### src/common/regex_macros.svh
// sizes assume two 8-bit characters per 16-bit memory word and patterns of at most four symbols
`ifndef REGEX_MACROS_SVH
`define REGEX_MACROS_SVH

// one text character
`define REGEX_CHAR_W 8

// memory data bus, holds REGEX_CHARS_PER_WORD characters
`define REGEX_MEM_W 16

// word address into the text memory
`define REGEX_MEM_ADDR_W 11

// characters packed into one memory word, low byte first
`define REGEX_CHARS_PER_WORD 2

// byte pointers given by the host
`define REGEX_PTR_W 32

// symbols per pattern lane
`define REGEX_PAT_LEN_MAX 4

// pattern length field, wide enough for 0 up to REGEX_PAT_LEN_MAX
`define REGEX_PAT_LEN_W 3

`endif
### src/common/regex_pkg.sv
// shared types of the coprocessor; widths come from regex_macros.svh and are not meant to change alone
`include "regex_macros.svh"

package regex_pkg;

    // one text character
    typedef logic [`REGEX_CHAR_W-1:0] char_t;

    // one memory word, character 0 in the low byte
    typedef logic [`REGEX_MEM_W-1:0] mem_word_t;

    // word address towards memory
    typedef logic [`REGEX_MEM_ADDR_W-1:0] mem_addr_t;

    // byte pointer into the string
    typedef logic [`REGEX_PTR_W-1:0] text_ptr_t;

    // pattern characters, symbol 0 in the low byte
    typedef logic [`REGEX_PAT_LEN_MAX*`REGEX_CHAR_W-1:0] pat_chars_t;

    // one flag per symbol, set where the symbol is a dot
    typedef logic [`REGEX_PAT_LEN_MAX-1:0] pat_any_t;

    // number of symbols in use, zero disables the lane
    typedef logic [`REGEX_PAT_LEN_W-1:0] pat_len_t;

    // bit i set while the first i+1 symbols match the text read so far
    typedef logic [`REGEX_PAT_LEN_MAX-1:0] nfa_state_t;

    // fetcher FSM
    typedef enum logic [1:0] {
        ST_IDLE,
        ST_FETCH,
        ST_STEP,
        ST_ERROR
    } fetch_state_t;

endpackage

### src/design/regex_coprocessor.sv
// matches A|B against a prefix of the string; one job at a time, start pointer must be word aligned
module regex_coprocessor
    import regex_pkg::*;
(
    input  logic       clk,
    input  logic       rst,
    input  logic       valid,
    output logic       ready,
    input  text_ptr_t  start_ptr,
    input  text_ptr_t  end_ptr,
    input  pat_chars_t pattern_a_chars,
    input  pat_any_t   pattern_a_any,
    input  pat_len_t   pattern_a_len,
    input  pat_chars_t pattern_b_chars,
    input  pat_any_t   pattern_b_any,
    input  pat_len_t   pattern_b_len,
    output logic       memory_valid,
    output mem_addr_t  memory_addr,
    input  logic       memory_ready,
    input  mem_word_t  memory_data,
    output logic       done,
    output logic       accept,
    output logic       error
);
    logic  job_start;
    char_t text_char;
    logic  char_valid;
    logic  char_last;
    logic  match_a;
    logic  match_b;
    logic  alive_a;
    logic  alive_b;
    logic  halt;

    // string reader, one character per step
    text_fetcher u_fetch (
        .clk          (clk),
        .rst          (rst),
        .valid        (valid),
        .ready        (ready),
        .start_ptr    (start_ptr),
        .end_ptr      (end_ptr),
        .memory_valid (memory_valid),
        .memory_addr  (memory_addr),
        .memory_ready (memory_ready),
        .memory_data  (memory_data),
        .halt         (halt),
        .job_start    (job_start),
        .text_char    (text_char),
        .char_valid   (char_valid),
        .char_last    (char_last),
        .error        (error)
    );

    // alternative A
    pattern_lane u_lane_a (
        .clk        (clk),
        .rst        (rst),
        .job_start  (job_start),
        .pat_chars  (pattern_a_chars),
        .pat_any    (pattern_a_any),
        .pat_len    (pattern_a_len),
        .text_char  (text_char),
        .char_valid (char_valid),
        .lane_match (match_a),
        .lane_alive (alive_a)
    );

    // alternative B
    pattern_lane u_lane_b (
        .clk        (clk),
        .rst        (rst),
        .job_start  (job_start),
        .pat_chars  (pattern_b_chars),
        .pat_any    (pattern_b_any),
        .pat_len    (pattern_b_len),
        .text_char  (text_char),
        .char_valid (char_valid),
        .lane_match (match_b),
        .lane_alive (alive_b)
    );

    match_verdict u_verdict (
        .clk        (clk),
        .rst        (rst),
        .job_start  (job_start),
        .char_valid (char_valid),
        .char_last  (char_last),
        .match_a    (match_a),
        .match_b    (match_b),
        .alive_a    (alive_a),
        .alive_b    (alive_b),
        .done       (done),
        .accept     (accept),
        .halt       (halt)
    );

endmodule

### src/design/match_verdict.sv
// decides one cycle after the lane outputs; lane activity after the decision is ignored until job_start
module match_verdict
(
    input  logic clk,
    input  logic rst,
    input  logic job_start,
    input  logic char_valid,
    input  logic char_last,
    input  logic match_a,
    input  logic match_b,
    input  logic alive_a,
    input  logic alive_b,
    output logic done,
    output logic accept,
    output logic halt
);
    // job running and not yet decided
    logic active;
    // a character went into the lanes in the previous cycle
    logic consumed_q;
    // and it was the last one of the string
    logic last_q;
    logic any_match;
    logic all_dead;
    logic decide;

    // alternation A|B
    assign any_match = match_a || match_b;
    assign all_dead  = !alive_a && !alive_b;

    // lane outputs now reflect the character registered in consumed_q
    assign decide = active && consumed_q && (any_match || all_dead || last_q);

    always_ff @(posedge clk)
    begin
        if (rst)
        begin
            active     <= 1'b0;
            consumed_q <= 1'b0;
            last_q     <= 1'b0;
            done       <= 1'b0;
            accept     <= 1'b0;
            halt       <= 1'b0;
        end
        else
        begin
            consumed_q <= char_valid;
            last_q     <= char_valid && char_last;
            // match wins over an ending string
            done       <= decide;
            accept     <= decide && any_match;
            // after the last character the fetcher already went idle and may own a new job
            halt       <= decide && !last_q;
            // a new job may start in the cycle the previous one is decided
            if (job_start)
                active <= 1'b1;
            else if (decide)
                active <= 1'b0;
        end
    end

endmodule

### src/design/pattern_lane.sv
// start-anchored shift-and matcher; pattern is sampled only at job_start, length 0 never matches
`include "regex_macros.svh"

module pattern_lane
    import regex_pkg::*;
(
    input  logic       clk,
    input  logic       rst,
    input  logic       job_start,
    input  pat_chars_t pat_chars,
    input  pat_any_t   pat_any,
    input  pat_len_t   pat_len,
    input  char_t      text_char,
    input  logic       char_valid,
    output logic       lane_match,
    output logic       lane_alive
);
    pat_chars_t chars_q;
    pat_any_t   any_q;
    pat_len_t   len_q;
    nfa_state_t state_q;
    nfa_state_t hit;
    nfa_state_t len_mask;
    nfa_state_t last_bit;
    nfa_state_t state_next;
    logic       start_live;

    always_comb
    begin
        for (int i = 0; i < `REGEX_PAT_LEN_MAX; i++)
        begin
            // dot takes any character
            hit[i]      = any_q[i] || (chars_q[i*`REGEX_CHAR_W +: `REGEX_CHAR_W] == text_char);
            // symbols past the pattern length stay off
            len_mask[i] = (i < int'(len_q));
            last_bit[i] = ((i + 1) == int'(len_q));
        end
        // anchored, so symbol 0 only starts from the very first character
        state_next[0] = start_live && hit[0];
        for (int i = 1; i < `REGEX_PAT_LEN_MAX; i++)
        begin
            state_next[i] = state_q[i-1] && hit[i];
        end
        state_next = state_next & len_mask;
    end

    // whole pattern seen when the last symbol's bit is set
    assign lane_match = |(state_q & last_bit);
    assign lane_alive = (|state_q) || start_live;

    always_ff @(posedge clk)
    begin
        if (rst)
        begin
            state_q    <= '0;
            start_live <= 1'b0;
        end
        else if (job_start)
        begin
            state_q    <= '0;
            start_live <= (pat_len != '0);
        end
        else if (char_valid)
        begin
            state_q    <= state_next;
            start_live <= 1'b0;
        end
    end

    // pattern held for the whole job
    always_ff @(posedge clk)
    begin
        if (job_start)
        begin
            chars_q <= pat_chars;
            any_q   <= pat_any;
            len_q   <= pat_len;
        end
    end

endmodule

### src/design/text_fetcher/text_fetcher.sv
// start_ptr must be word aligned (else sticky error until rst); end_ptr is inclusive, >= start_ptr
`include "regex_macros.svh"

module text_fetcher
    import regex_pkg::*;
(
    input  logic      clk,
    input  logic      rst,
    input  logic      valid,
    output logic      ready,
    input  text_ptr_t start_ptr,
    input  text_ptr_t end_ptr,
    output logic      memory_valid,
    output mem_addr_t memory_addr,
    input  logic      memory_ready,
    input  mem_word_t memory_data,
    input  logic      halt,
    output logic      job_start,
    output char_t     text_char,
    output logic      char_valid,
    output logic      char_last,
    output logic      error
);
    // bits of the pointer that select a character inside a word
    localparam int OFF_W = $clog2(`REGEX_CHARS_PER_WORD);

    fetch_state_t     state;
    fetch_state_t     state_next;
    text_ptr_t        ptr;
    text_ptr_t        ptr_next;
    text_ptr_t        ptr_inc;
    text_ptr_t        end_q;
    mem_word_t        buffer;
    mem_word_t        word_sel;
    logic             drop;
    logic             drop_next;
    logic             aligned;
    logic             job_take;
    logic [OFF_W-1:0] offset;

    assign aligned = (start_ptr[OFF_W-1:0] == '0);
    assign offset  = ptr[OFF_W-1:0];
    assign ptr_inc = ptr + 1'b1;

    // ready needs memory_ready too, so taking the job also takes the first word request
    assign ready    = (state == ST_IDLE) && memory_ready;
    assign job_take = valid && ready && aligned;
    assign job_start = job_take;
    assign error    = (state == ST_ERROR);

    // offset zero means the word was requested in the cycle before and sits on memory_data
    assign word_sel  = (offset == '0) ? memory_data : buffer;
    assign text_char = word_sel[int'(offset) * `REGEX_CHAR_W +: `REGEX_CHAR_W];

    // halt stops delivery in its own cycle
    assign char_valid = (state == ST_STEP) && !halt;
    assign char_last  = char_valid && (ptr == end_q);

    always_comb
    begin
        state_next   = state;
        ptr_next     = ptr;
        drop_next    = drop;
        memory_valid = 1'b0;
        memory_addr  = ptr[OFF_W +: `REGEX_MEM_ADDR_W];
        case (state)
            ST_IDLE:
            begin
                // request the first word only for a job that can be taken
                memory_valid = valid && aligned;
                memory_addr  = start_ptr[OFF_W +: `REGEX_MEM_ADDR_W];
                if (valid && !aligned)
                begin
                    state_next = ST_ERROR;
                end
                else if (job_take)
                begin
                    state_next = ST_STEP;
                    ptr_next   = start_ptr;
                end
            end
            ST_FETCH:
            begin
                // request held until taken, even after halt
                memory_valid = 1'b1;
                if (memory_ready)
                begin
                    state_next = (drop || halt) ? ST_IDLE : ST_STEP;
                    drop_next  = 1'b0;
                end
                else if (halt)
                begin
                    // word still owed by memory, discard it once the request goes through
                    drop_next = 1'b1;
                end
            end
            ST_STEP:
            begin
                if (halt || char_last)
                begin
                    state_next = ST_IDLE;
                end
                else
                begin
                    ptr_next = ptr_inc;
                    // crossing into the next word needs a fresh read
                    if (ptr_inc[OFF_W-1:0] == '0)
                        state_next = ST_FETCH;
                    else
                        state_next = ST_STEP;
                end
            end
            default:
            begin
                // error is left only through rst
                state_next = ST_ERROR;
            end
        endcase
    end

    always_ff @(posedge clk)
    begin
        if (rst)
        begin
            state <= ST_IDLE;
            ptr   <= '0;
            drop  <= 1'b0;
        end
        else
        begin
            state <= state_next;
            ptr   <= ptr_next;
            drop  <= drop_next;
        end
    end

    // payload registers
    always_ff @(posedge clk)
    begin
        if (job_take)
            end_q <= end_ptr;
        // keep the word so the remaining characters come from the buffer
        if ((state == ST_STEP) && (offset == '0))
            buffer <= memory_data;
    end

endmodule

### config.mk
export PLATFORM = sky130hd
export DESIGN_NAME = regex_coprocessor
export DESIGN_NICKNAME = d
export VERILOG_FILES = /design/src/common/regex_pkg.sv /design/src/design/regex_coprocessor.sv /design/src/design/match_verdict.sv /design/src/design/pattern_lane.sv /design/src/design/text_fetcher/text_fetcher.sv
export VERILOG_INCLUDE_DIRS = /design/src /design/src/common
export SDC_FILE = /design/constraint.sdc
export NUM_CORES = 1
export LEC_CHECK = 0
export ABC_AREA = 1
export BUFFER_PORTS_ARGS = -buffer_cell sky130_fd_sc_hd__buf_2
export CORE_MARGIN = 2
export CORE_UTILIZATION = 25
export CTS_CLUSTER_DIAMETER = 120
export CTS_CLUSTER_SIZE = 14
export DETAILED_ROUTE_END_ITERATION = 8
export GPL_ROUTABILITY_DRIVEN = 0
export PLACE_DENSITY = 0.49
export SLEW_MARGIN = 20
export SYNTH_ARGS = -nofsm -noshare
export SYNTH_HDL_FRONTEND = slang
export SYNTH_SLANG_ARGS = --single-unit
### constraint.sdc
create_clock -name clk -period 3.45 [get_ports clk]
set_input_delay 0.345 -clock clk [delete_from_list [all_inputs] [get_ports clk]]
set_output_delay 0.345 -clock clk [all_outputs]
set_load 0.05 [all_outputs]
==> results of run 1 <==
-- Yosys cell counts, types with 4 or more instances --
cell                         n  area (µm²)
sky130_fd_sc_hd__nand4_1    23       143.9
sky130_fd_sc_hd__xnor2_1    27       236.5
sky130_fd_sc_hd__nor2_1    111       416.7
sky130_fd_sc_hd__nor3_1     34       170.2
sky130_fd_sc_hd__edfxtp_1  118        3543
sky130_fd_sc_hd__inv_2      14       52.55
sky130_fd_sc_hd__a21oi_1    31       155.2
sky130_fd_sc_hd__buf_2       6       30.03
sky130_fd_sc_hd__nor4_1      6       37.54
sky130_fd_sc_hd__nand3_1    50       250.2
sky130_fd_sc_hd__o21ai_0    26       130.1
sky130_fd_sc_hd__nand3b_1    4       30.03
sky130_fd_sc_hd__nand2_1   361        1355
sky130_fd_sc_hd__xor2_1     32       280.3
sky130_fd_sc_hd__o21ai_4     4       65.06
sky130_fd_sc_hd__mux2i_1     4       40.04
sky130_fd_sc_hd__clkbuf_1   12       45.04
sky130_fd_sc_hd__buf_6       6       67.56
sky130_fd_sc_hd__or2_2      10       62.56
sky130_fd_sc_hd__inv_1     112       420.4
sky130_fd_sc_hd__nor2_2      5       31.28
sky130_fd_sc_hd__dfxtp_1    51        1021
-- area by class of cell --
| type | count | area, µm² | area share (%) |
|---|---|---|---|
| Clock inverter | 13 | 95.09 | 0.8830 |
| Tap cell | 455 | 569.3 | 5.286 |
| Sequential cell | 169 | 4564 | 42.38 |
| Timing Repair Buffer | 186 | 978.4 | 9.086 |
| Clock buffer | 18 | 429.2 | 3.985 |
| Inverter | 127 | 480.5 | 4.461 |
| Multi-Input combinational cell | 757 | 3647 | 33.87 |
| Antenna cell | 2 | 5.005 | 0.04647 |
-- report_power, final --
group / switching, W / internal, W / leakage, nW / total, W
combinational: 0.00104 / 0.000491 / 2.91 / 0.00153
clock: 0.000847 / 0.000922 / 0.245 / 0.00177
sequential: 0.000169 / 0.00234 / 1.49 / 0.00251
-- placed cells by master, fill, tap and decap left out, drive strengths merged, types with 12 or more instances in the layout --
cell    instances
nand2         362
buf           186
inv           130
edfxtp        118
nor2          116
dfxtp          51
nand3          50
nor3           35
o21ai          34
xor2           32
a21oi          32
xnor2          27
nand4          23
clkbuf         18
or2            12
-- layer usage --
metal  GRT usage [%]  vias to the layer above  share of wire (%)
met5               0                        -               0.30
met4           4.228                       12                1.9
met3           4.257                       37                7.1
met2           25.84                      237                 47
met1           19.24                     3423                 44
li1                -                     3849                  -
-- sequential cells by signal (all words and copies together) (netlist names), 4 cells and up --
signal            cells
u_fetch.end_q        32
u_fetch.ptr          32
u_lane_a.chars_q     32
u_lane_b.chars_q     32
u_fetch.buffer        8
u_lane_a.any_q        4
u_lane_a.state_q      4
u_lane_b.any_q        4
u_lane_b.state_q      4
-- worst paths after layout --
| kind | startpoint | end | slack (ns) |
|---|---|---|---|
| min | memory_data[11] | u_fetch.buffer[11]$_DFFE_PP_ | 0.08 |
| min reg2reg | u_verdict.last_q$_SDFF_PP0_ | u_verdict.halt$_SDFF_PP0_ | 0.42 |
| max reg2reg | u_fetch.state[1]$_SDFFE_PP0P_ | u_lane_b.chars_q[7]$_DFFE_PP_ | 0.99 |
| max | u_fetch.state[1]$_SDFFE_PP0P_ | memory_addr[1] | 0.64 |
-- through the flow --
stage / std cells / power [W] / setup WS (ns) / cell area (µm²) / utilization [%]
4_1_cts: 1725 / 0.005873 / 0.6852 / 10760 / 31.01
3_3_place_gp: 1694 / 0.004082 / 1.060 / 10240 / 29.50
3_5_place_dp: 1694 / 0.004092 / 0.9504 / 10240 / 29.50
5_1_grt: 1725 / 0.006164 / 0.5147 / 10760 / 31.01
2_1_floorplan: 1079 / 0.003612 / 0.3365 / 8847 / -
6_report: 1727 / 0.005809 / 0.6372 / 10770 / 31.02
-- critical path, cell delays in order, from the launching register on --
cell,delay (ns)
sky130_fd_sc_hd__dfxtp_1,0.35
sky130_fd_sc_hd__inv_1,0.08
sky130_fd_sc_hd__nand2_1,0.31
sky130_fd_sc_hd__inv_1,0.34
sky130_fd_sc_hd__o21ai_0,0.58
sky130_fd_sc_hd__buf_2,0.37
-- kinds of logic (layout without fill, tap and decap cells) --
kind of cell    count (synthesis)  after routing  synth area share, %
simple gates                  613            613                29.02
flops                         169            169                51.61
buf+inv                       153            344                7.173
compound gates                 80             80                5.758
xor+xnor                       59             59                5.843
mux                             4              4               0.4528
fa+ha+maj                       1              1               0.1415
other cells                     0              2                    0
==> results by group, run 1 <==
Routing
  – Routed length per instance: 16.00 µm
  – Number of vias in the routed layout: 7558
  – Number of iterations in the first detailed-routing pass: 5
  – Starting DRC count in detailed routing: 496
  – Final wirelength: 27640 µm
  – Number of routed nets with antenna violations: 0
  – DRC violations left: 0
  – Via/cell ratio: 4.376

Min path
  – Cell count of the worst hold path: 1
  – Hold/Removal Path Class: in2reg

Yosys
  – Synthesized area divided by synthesized cell count: 8.196 µm²
  – Fraction of registers with async set or reset after synthesis: 0%
  – Most instantiated flip-flop cell in the synthesis netlist: sky130_fd_sc_hd__edfxtp_1
  – Number of distinct library cells after synthesis: 43
  – Netlist Area Pre-Place: 8843 µm²
  – Synthesized netlist net count: 1242
  – Synthesis-stage register bit count: 169
  – Sequential cell area fraction in the yosys report: 51.61%
  – Yosys warning count: 0
  – Number of flops mapped to enable cells by yosys: 118
  – Post-synthesis instance total: 1079

Floorplanning
  – Initial Util: 25.48%
  – I/O Pins: 178
  – X dimension of the die: 192.1 µm
  – Die ar.: 36890 µm²
  – Die height: 192.1 µm
  – Core region area: 34710 µm²
  – Std cell rows: 68

Timing
  – Pin slew with the least headroom to its limit: 0.8322 ns
  – Min cycle time layout: 2.813 ns
  – Worst slew margin relative to its limit: 44.31%
  – Peak clock frequency supported by timing: 355.5 MHz
  – Worst slack on hold paths: 0.08397 ns
  – Final setup violation count: 0
  – Max-slew violation count: 0
  – Setup repair after global routing missed its margin: no
  – Final worst-path cycle share: 81.53%
  – Total Neg Setup Slack: 0 ns
  – Final hold viol count: 0
  – Final worst clock skew: 0.008475 ns

CTS
  – Depth of the CTS H-tree: 4
  – Post-CTS Setup Repair Bufs: 0
  – CTS root buffer: sky130_fd_sc_hd__clkbuf_16
  – # clock sinks: 169
  – CTS tree: done
  – Count of hold-fix buffers inserted at cts: 0
  – Register clock-pin slew on the reported worst setup and hold paths: 0.07 ns
  – Largest buffer count on any clock path: 2
  – Clk_lat worst skew: 0.43 ns
  – Count of instances resized after the clock tree is built: 0
  – Number of CTS-inserted buffers: 17

Run status
  – Outcome: completed

Flow run
  – Count of max-cap constraint violations: 0

Final layout
  – Fraction of layout cells with a size suffix above 1: 20.24%
  – Final layout net count: 1421
  – Area Overhead vs Synth: 21.77%
  – Fillers: 3735

Placed design
  – Port buffer count: 177
  – Half-perimeter wire length of the detailed placement result: 21320 µm

Worst setup path
  – CP Capture Type: output pin
  – R2r worst-path depth: 6
  – Type of the setup path with the least slack: reg2out
  – Required arrival time at the worst endpoint: 3.11 ns
  – Worst Path Arrival: 2.47 ns
  – Highest net fanout along the worst path: 15
  – Startpoint Class: flip-flop

Power and ir drop
  – Static leakage: 4.653 nW
  – Peak ir drop on the vdd network: 0.3656 mV
  – Power per unit of standard cell area: 539.4 nW/µm²

GRT
  – Total global routing track utilization: 15.35%
  – Number of antenna violations at the first check in global routing: 9
  – Global-route wire length before repair: 41700 µm
  – Remaining global-route overflow: 0
  – Vias in the first global route: 7422
  – Pin count of the biggest net entering global routing: 48
No activity file was read; power rests on OpenSTA's default activity.
==> run 2, diff against run 1 <==
--- a/config.mk
+++ b/config.mk
@@ -6,7 +6,7 @@
 export SDC_FILE = /design/constraint.sdc
 export NUM_CORES = 1
 export LEC_CHECK = 0
-export ABC_AREA = 1
+export ABC_AREA = 0
 export BUFFER_PORTS_ARGS = -buffer_cell sky130_fd_sc_hd__buf_2
 export CORE_MARGIN = 2
 export CORE_UTILIZATION = 25
@@ -14,7 +14,7 @@
 export CTS_CLUSTER_SIZE = 14
 export DETAILED_ROUTE_END_ITERATION = 8
 export GPL_ROUTABILITY_DRIVEN = 0
-export PLACE_DENSITY = 0.49
+export PLACE_DENSITY = 0.5
 export SLEW_MARGIN = 20
 export SYNTH_ARGS = -nofsm -noshare
 export SYNTH_HDL_FRONTEND = slang
==> constraint.sdc (replaced) <==
create_clock -name clk -period 2.5 [get_ports clk]
set_input_delay 0.25 -clock clk [delete_from_list [all_inputs] [get_ports clk]]
set_output_delay 0.25 -clock clk [all_outputs]
set_load 0.05 [all_outputs]
==> results by group, run 2 <==
Run status
  – Outcome: completed

Timing
  – Total Neg Setup Slack: 0 ns (unchanged)
  – Pin slew with the least headroom to its limit: 0.7835 ns (-0.04875 ns)
  – Min cycle time layout: 2.329 ns
  – Max-slew violation count: 0 (unchanged)
  – Final worst-path cycle share: 93.16%
  – Setup repair after global routing missed its margin: no
  – Fin worst setup slack: 0.1711 ns (-0.4662 ns)
  – Final hold viol count: 0 (unchanged)
  – Worst slew margin relative to its limit: 47.71% (+3.4 points)
  – Peak clock frequency supported by timing: 429.4 MHz
  – Final worst clock skew: 0.01279 ns (+0.004313 ns)
  – Final setup violation count: 0 (unchanged)

Yosys
  – Sequential cell area fraction in the yosys report: 57.25% (+5.6 points)
  – Netlist Area Pre-Place: 7973 µm² (-9.8%)
  – Post-synthesis instance total: 672 (-38%)
  – Fraction of registers with async set or reset after synthesis: 0% (unchanged)
  – Synthesized netlist net count: 835 (-33%)
  – Leading cell types by count after synthesis: 118 x sky130_fd_sc_hd__edfxtp_1, 65 x sky130_fd_sc_hd__xnor2_1, 51 x sky130_fd_sc_hd__dfxtp_1, 43 x sky130_fd_sc_hd__a21oi_1, 35 x sky130_fd_sc_hd__nor2_1
  – Share of the synthesized area in the top cell type: 44.44% (+4.4 points)
  – Most instantiated flip-flop cell in the synthesis netlist: sky130_fd_sc_hd__edfxtp_1
  – Library cell occupying the most area in the post-synthesis netlist: sky130_fd_sc_hd__edfxtp_1
  – Leading cell types by total area after synthesis: sky130_fd_sc_hd__edfxtp_1 44%, sky130_fd_sc_hd__dfxtp_1 13%, sky130_fd_sc_hd__xnor2_1 7.1%, sky130_fd_sc_hd__xor2_1 3.4%, sky130_fd_sc_hd__a21oi_1 2.7%
  – Synthesis-stage register bit count: 169 (unchanged)
  – Number of distinct library cells after synthesis: 58 (+35%)
  – Most numerous cell in the Yosys netlist: sky130_fd_sc_hd__edfxtp_1
  – Synthesized area divided by synthesized cell count: 11.86 µm² (+45%)
  – Yosys warning count: 0 (unchanged)
  – Number of flops mapped to enable cells by yosys: 118 (unchanged)

Final layout
  – Util after Layout: 36.08% (+5.1 points)
  – Number of antenna repair diodes: 0 (-2)
  – Commonest cells after routing, fill and taps aside: 177 x sky130_fd_sc_hd__buf_2, 118 x sky130_fd_sc_hd__edfxtp_1, 117 x sky130_fd_sc_hd__dlygate4sd3_1, 65 x sky130_fd_sc_hd__xnor2_1, 49 x sky130_fd_sc_hd__dfxtp_1
  – Fraction of layout cells with a size suffix above 1: 27.96% (+7.7 points)
  – Leading cell type in the layout, fill and taps excluded: sky130_fd_sc_hd__buf_2
  – Final layout net count: 1148 (-19%)
  – Number of cells in the finished layout apart from fillers: 1400 (-19%)
  – Fillers: 3113 (-17%)
  – Area Overhead vs Synth: 42.44%

Power and ir drop
  – Power per unit of standard cell area: 662.2 nW/µm² (+23%)
  – Peak ir drop on the vdd network: 0.6011 mV (+64%)
  – Static leakage: 4.137 nW (-11%)

Worst setup path
  – Peak per-stage delay on the critical path: 0.56 ns (-0.02 ns)
  – Required arrival time at the worst endpoint: 2.86 ns (-0.25 ns)
  – Type of the setup path with the least slack: reg2reg
  – CP Capture Type: flip-flop
  – Highest net fanout along the worst path: 23 (+8)
  – Startpoint Class: flip-flop
  – Family with the most delay on the worst path: simple AND/OR/NAND/NOR gates
  – Setup slack of the most critical reg-to-reg path: 0.17 ns (-0.82 ns)
  – Crit path cell chain: or3b_1, or4_4, nor4_4, and4_4, buf_12, o311ai_0, o31ai_1
  – Critical path buffers and inverters: 1 (-2)
  – CP max-delay cell: sky130_fd_sc_hd__or4_4
  – Worst Path Arrival: 2.69 ns (+0.22 ns)

Routing
  – Number of routed nets with antenna violations: 0 (unchanged)
  – Starting DRC count in detailed routing: 515 (+3.8%)
  – DRC violations left: 0 (unchanged)
  – Number of iterations in the first detailed-routing pass: 5 (unchanged)
  – Final wirelength: 24700 µm (-11%)
  – Routed length per instance: 17.64 µm (+10%)
  – Via/cell ratio: 4.739 (+8.3%)
  – Number of vias in the routed layout: 6635 (-12%)

CTS
  – Post-CTS Setup Repair Bufs: 0 (unchanged)
  – # clock sinks: 169 (unchanged)
  – Largest buffer count on any clock path: 2 (unchanged)
  – CTS tree: done
  – Clk_lat worst skew: 0.44 ns (about the same)
  – Register clock-pin slew on the reported worst setup and hold paths: 0.08 ns (about the same)
  – Number of CTS-inserted buffers: 17 (unchanged)
  – CTS root buffer: sky130_fd_sc_hd__clkbuf_16
  – Depth of the CTS H-tree: 4 (unchanged)

GRT
  – Remaining global-route overflow: 0 (unchanged)
  – Number of antenna violations at the first check in global routing: 0 (-9)
  – Vias in the first global route: 6728 (-9.4%)
  – Pin count of the biggest net entering global routing: 85 (+77%)
  – Total global routing track utilization: 15.09% (-0.26 points)
  – Global-route wire length before repair: 38170 µm (-8.5%)

Min path
  – Hold/Removal Path Class: in2reg

Flow run
  – Count of max-cap constraint violations: 0 (unchanged)

Placed design
  – Port buffer count: 177 (unchanged)
  – Placed Instances: 1251 (-26%)
  – Half-perimeter wire length of the detailed placement result: 17260 µm (-19%)
  – Pre-CTS setup slack: 0.008437 ns (-0.9420 ns)

Floorplanning
  – Die height: 182.6 µm (-4.9%)
  – X dimension of the die: 182.6 µm (-4.9%)
  – I/O Pins: 178 (unchanged)
  – Die ar.: 33340 µm² (-9.6%)
  – Core region area: 31470 µm² (-9.3%)
  – Std cell rows: 65 (-4.4%)
  – Initial Util: 25.33% (-0.14 points)
run 2: cell count changes in the layout (fill, tap and decap cells not counted), moves of 22 or more:
cell,before,now
sky130_fd_sc_hd__dlygate4sd3_1,0,117
sky130_fd_sc_hd__nand3_1,50,14
sky130_fd_sc_hd__o31ai_1,3,27
sky130_fd_sc_hd__buf_4,7,37
sky130_fd_sc_hd__nand2_1,361,28
sky130_fd_sc_hd__inv_1,111,2
sky130_fd_sc_hd__xnor2_1,27,65
sky130_fd_sc_hd__nor2_1,110,34
sky130_fd_sc_hd__nor3_1,34,12
run 2: stage by stage:
step / hold WS, ns / total power (W) / instance area [µm²]
2_1_floorplan: 0.3466 / 0.004211 / 8015
3_3_place_gp: 0.4264 / 0.004755 / 9593
3_5_place_dp: 0.4281 / 0.004770 / 9593
4_1_cts: 0.01338 / 0.007606 / 11360
5_1_grt: 0.0006408 / 0.007857 / 11360
6_report: 0.03611 / 0.007519 / 11360
run 2: final timing paths:
| kind | from | endpoint | depth (start not counted) |
|---|---|---|---|
| hold reg to reg | u_verdict.last_q$_SDFF_PP0_ | u_verdict.halt$_SDFF_PP0_ | 1 |
| setup / recovery | u_fetch.state[0]$_SDFFE_PP0P_ | u_fetch.ptr[9]$_SDFFE_PP0P_ | 7 |
| hold / removal | pattern_a_chars[13] | u_lane_a.chars_q[13]$_DFFE_PP_ | 1 |
| setup reg to reg | u_fetch.state[0]$_SDFFE_PP0P_ | u_fetch.ptr[9]$_SDFFE_PP0P_ | 7 |
run 2: timing repair:
item | CTS | global route
hold endpoints to repair | 117 | 0
pin swaps | 0 | 1
hold buffers | 117 | 0
gates resized for setup | 1 | 0
endpoints found under the setup margin | 2 | 11
run 2: layout make-up:
type	instances	area (µm²)	share of cell area, %
Sequential cell	169	4572	40.26
Timing Repair Buffer	337	2455	21.62
Tap cell	402	503.0	4.429
Clock buffer	18	429.2	3.779
Inverter	3	15.01	0.1322
Multi-Input combinational cell	457	3222	28.37
Clock inverter	14	160.2	1.410
run 2: cell families (layout without fill, tap and decap cells):
logic type | Yosys count | after routing | synth area share (%)
AOI/OAI and AO/OA | 155 | 155 | 13.25
xor gates and xnor gates | 96 | 96 | 10.55
adders and majority gates | 1 | 1 | 0.1569
buffers and inverters | 46 | 372 | 2.731
DFF | 169 | 169 | 57.25
muxes | 22 | 22 | 3.170
and+or+nand+nor | 183 | 183 | 12.90
run 2: metal layers:
metal / up-vias / wire length [µm] / track usage [%]
met5: - / 0 / 0
met4: 0 / 416 / 4.935
met3: 25 / 1466 / 3.772
met2: 228 / 11500 / 24.59
met1: 3154 / 11310 / 19.59
li1: 3228 / - / -
run 2: report_power, final:
part | internal [W] | leakage, nW | switching (W)
combinational | 0.000688 | 2.36 | 0.000863
sequential | 0.00315 | 1.49 | 0.000139
clock | 0.00142 | 0.285 | 0.00126
==> run 3, diff against run 2 <==
--- a/config.mk
+++ b/config.mk
@@ -9,12 +9,12 @@
 export ABC_AREA = 0
 export BUFFER_PORTS_ARGS = -buffer_cell sky130_fd_sc_hd__buf_2
 export CORE_MARGIN = 2
-export CORE_UTILIZATION = 25
+export CORE_UTILIZATION = 49
 export CTS_CLUSTER_DIAMETER = 120
 export CTS_CLUSTER_SIZE = 14
 export DETAILED_ROUTE_END_ITERATION = 8
 export GPL_ROUTABILITY_DRIVEN = 0
-export PLACE_DENSITY = 0.5
+export PLACE_DENSITY = 0.81
 export SLEW_MARGIN = 20
 export SYNTH_ARGS = -nofsm -noshare
 export SYNTH_HDL_FRONTEND = slang
==> results by group, run 3 (synthesis results as in run 2) <==
CTS
  – # clock sinks: 169 (unchanged)
  – CTS root buffer: sky130_fd_sc_hd__clkbuf_16
  – Number of CTS-inserted buffers: 17 (unchanged)
  – Clk_lat worst skew: 0.43 ns (about the same)
  – Largest buffer count on any clock path: 2 (unchanged)
  – Register clock-pin slew on the reported worst setup and hold paths: 0.08 ns (about the same)
  – Depth of the CTS H-tree: 4 (unchanged)
  – CTS tree: done

Floorplanning
  – Die ar.: 17310 µm² (-48%)
  – X dimension of the die: 131.6 µm (-28%)
  – Die height: 131.6 µm (-28%)
  – Initial Util: 50.19% (+25 points)
  – Std cell rows: 46 (-29%)
  – I/O Pins: 178 (unchanged)
  – Core region area: 15890 µm² (-50%)

Final layout
  – Final layout net count: 1140 (-0.70%)
  – Util after Layout: 69.92% (+34 points)
  – Area Overhead vs Synth: 39.31%
  – Leading cell type in the layout, fill and taps excluded: sky130_fd_sc_hd__buf_2
  – Commonest cells after routing, fill and taps aside: 177 x sky130_fd_sc_hd__buf_2, 118 x sky130_fd_sc_hd__edfxtp_1, 107 x sky130_fd_sc_hd__dlygate4sd3_1, 65 x sky130_fd_sc_hd__xnor2_1, 49 x sky130_fd_sc_hd__dfxtp_1
  – Number of antenna repair diodes: 0 (unchanged)
  – Fraction of layout cells with a size suffix above 1: 28.59% (+0.63 points)

Routing
  – Number of iterations in the first detailed-routing pass: 8 (+3)
  – DRC violations left: 0 (unchanged)
  – Routed length per instance: 21.16 µm (+20%)
  – Number of routed nets with antenna violations: 0 (unchanged)
  – Number of vias in the routed layout: 7154 (+7.8%)
  – Final wirelength: 25510 µm (+3.3%)
  – Via/cell ratio: 5.932 (+25%)
  – Starting DRC count in detailed routing: 990 (+92%)

Worst setup path
  – Startpoint Class: flip-flop
  – R2r worst-path depth: 8 (+1)
  – Launching point of the worst reg2reg path: u_fetch.ptr[0]$_SDFFE_PP0P_
  – End of the worst register-to-register path: u_lane_b.state_q[1]$_SDFFE_PP0P_
  – Required arrival time at the worst endpoint: 2.85 ns (about the same)
  – CP Capture Type: flip-flop
  – Worst Path Arrival: 2.83 ns (+0.14 ns)
  – Setup slack of the most critical reg-to-reg path: 0.02 ns (-0.15 ns)
  – Highest net fanout along the worst path: 10 (-57%)
  – Type of the setup path with the least slack: reg2reg

Timing
  – Setup repair after global routing missed its margin: no
  – Min cycle time layout: 2.479 ns (+0.1504 ns)
  – Final worst clock skew: 0.01052 ns (-0.002273 ns)
  – Max-slew violation count: 0 (unchanged)
  – Final setup violation count: 0 (unchanged)
  – Peak clock frequency supported by timing: 403.3 MHz (-6.1%)
  – Fin worst setup slack: 0.02069 ns (-0.1504 ns)
  – Worst slew margin relative to its limit: 52.93% (+5.2 points)
  – Pin slew with the least headroom to its limit: 0.6996 ns (-0.08392 ns)
  – Final hold viol count: 0 (unchanged)
  – Final worst-path cycle share: 99.17% (+6.0 points)

Power and ir drop
  – Switching Share: 31.27% (+1.2 points)
  – Comb power frac: 21.0% (+0.4 points)
  – Power Internal: 0.005203 W (-1.1%)
  – Net Sw Power: 0.002368 W (+4.8%)
  – Static leakage: 4.127 nW (-0.24%)
  – Proportion of power drawn by flip-flops and latches: 43.5% (-0.3 points)
  – Part of the total power dissipated in the clock network: 35.5% (about the same)
  – Power per unit of standard cell area: 681.6 nW/µm² (+2.9%)
  – Peak ir drop on the vdd network: 0.5106 mV (-15%)

Placed design
  – Half-perimeter wire length of the detailed placement result: 15130 µm (-12%)
  – Pre-CTS setup slack: 0.02521 ns (+0.01677 ns)
  – Port buffer count: 177 (unchanged)

Min path
  – Cell count of the worst hold path: 1 (unchanged)
  – HP Start: pattern_a_len[2]
  – Hold EP: u_lane_a.len_q[2]$_DFFE_PP_
  – Hold/Removal Path Class: in2reg

Flow run
  – Count of max-cap constraint violations: 0 (unchanged)

Run status
  – Outcome: completed

GRT
  – Number of antenna violations at the first check in global routing: 0 (unchanged)
  – Total global routing track utilization: 28.57% (+13 points)
  – Vias in the first global route: 7132 (+6.0%)
  – Remaining global-route overflow: 0 (unchanged)
  – Global-route wire length before repair: 38090 µm (-0.20%)
  – Pin count of the biggest net entering global routing: 81 (-4.7%)
[run 3: cell types whose count changed in the layout (fill, tap and decap cells not counted), sizes merged]
cell,before,now
clkinvlp,2,1
dlygate4sd3,117,107
bufinv,1,0
buf,220,222
clkbuf,18,17
inv,9,11
clkinv,5,6
[run 3: power groups by stage]
| stage | Combinational [W] | Clock, W | Sequential, W |
|---|---|---|---|
| 2_1_floorplan | 0.000914 | 0 | 0.00330 |
| 3_3_place_gp | 0.00135 | 0 | 0.00334 |
| 3_5_place_dp | 0.00138 | 0 | 0.00334 |
| 4_1_cts | 0.00152 | 0.00267 | 0.00328 |
| 5_1_grt | 0.00168 | 0.00280 | 0.00331 |
| 6_report | 0.00159 | 0.00269 | 0.00330 |
[run 3: per-stage QoR]
step	area (µm²)	setup TNS, ns	total power, W	std cells	hold slack, ns
2_1_floorplan	8015	-12.44	0.004211	672	0.3466
3_3_place_gp	9413	0	0.004690	1067	0.4172
3_5_place_dp	9413	0	0.004720	1067	0.4266
4_1_cts	11050	0	0.007463	1201	0.0001792
5_1_grt	11110	0	0.007783	1206	0.00005332
6_report	11110	0	0.007571	1206	0.01590
[run 3: layout make-up]
type | instances | area (µm²)
fill | 1047 | 4778
sequential | 169 | 4572
multi-input combinational | 457 | 3231
timing repair buffer | 329 | 2407
clock buffer | 17 | 425.4
tap | 216 | 270.3
clock inverter | 15 | 186.4
inverter | 3 | 15.01
[run 3: how the worst max path moves through the flow]
stage / depth (start not counted) / from / slack [ns] / endpoint
floorplan: 7 / u_fetch.state[0]$_SDFFE_PP0P_ / -0.56 / u_fetch.ptr[12]$_SDFFE_PP0P_
global placement: 7 / u_fetch.state[0]$_SDFFE_PP0P_ / 0.1 / u_fetch.ptr[9]$_SDFFE_PP0P_
detailed placement: 7 / u_fetch.state[0]$_SDFFE_PP0P_ / 0.03 / u_fetch.ptr[8]$_SDFFE_PP0P_
CTS: 7 / u_fetch.state[0]$_SDFFE_PP0P_ / 0.006 / u_fetch.ptr[8]$_SDFFE_PP0P_
global route: 8 / u_fetch.ptr[0]$_SDFFE_PP0P_ / 0.06 / u_lane_b.state_q[1]$_SDFFE_PP0P_
finish: 8 / u_fetch.ptr[0]$_SDFFE_PP0P_ / 0.02 / u_lane_b.state_q[1]$_SDFFE_PP0P_
[run 3: timing repair]
item,in CTS,in global routing
pin swaps,0,1
setup buffers,0,0
endpoints found under the setup margin,3,8
gates resized for setup,1,1
hold buffers,102,5
endpoints found under the hold margin,102,5
[run 3: worst max-delay path, stage by stage, from the launching register on]
cell	delay (ns)
sky130_fd_sc_hd__dfxtp_1	0.40
sky130_fd_sc_hd__buf_12	0.19
sky130_fd_sc_hd__mux2i_2	0.32
sky130_fd_sc_hd__buf_4	0.28
sky130_fd_sc_hd__xnor2_1	0.10
sky130_fd_sc_hd__nor4_1	0.42
sky130_fd_sc_hd__a21oi_1	0.15
sky130_fd_sc_hd__or3_1	0.39
sky130_fd_sc_hd__a21oi_1	0.15
[run 3: metal layers]
| metal | vias up | track usage [%] | part of all wire (%) |
|---|---|---|---|
| met2 | 487 | 49.10 | 50 |
| met4 | 0 | 12.62 | 4.4 |
| li1 | 3210 | - | - |
| met5 | - | 0 | 0 |
| met3 | 90 | 6.790 | 8.6 |
| met1 | 3367 | 34.14 | 37 |
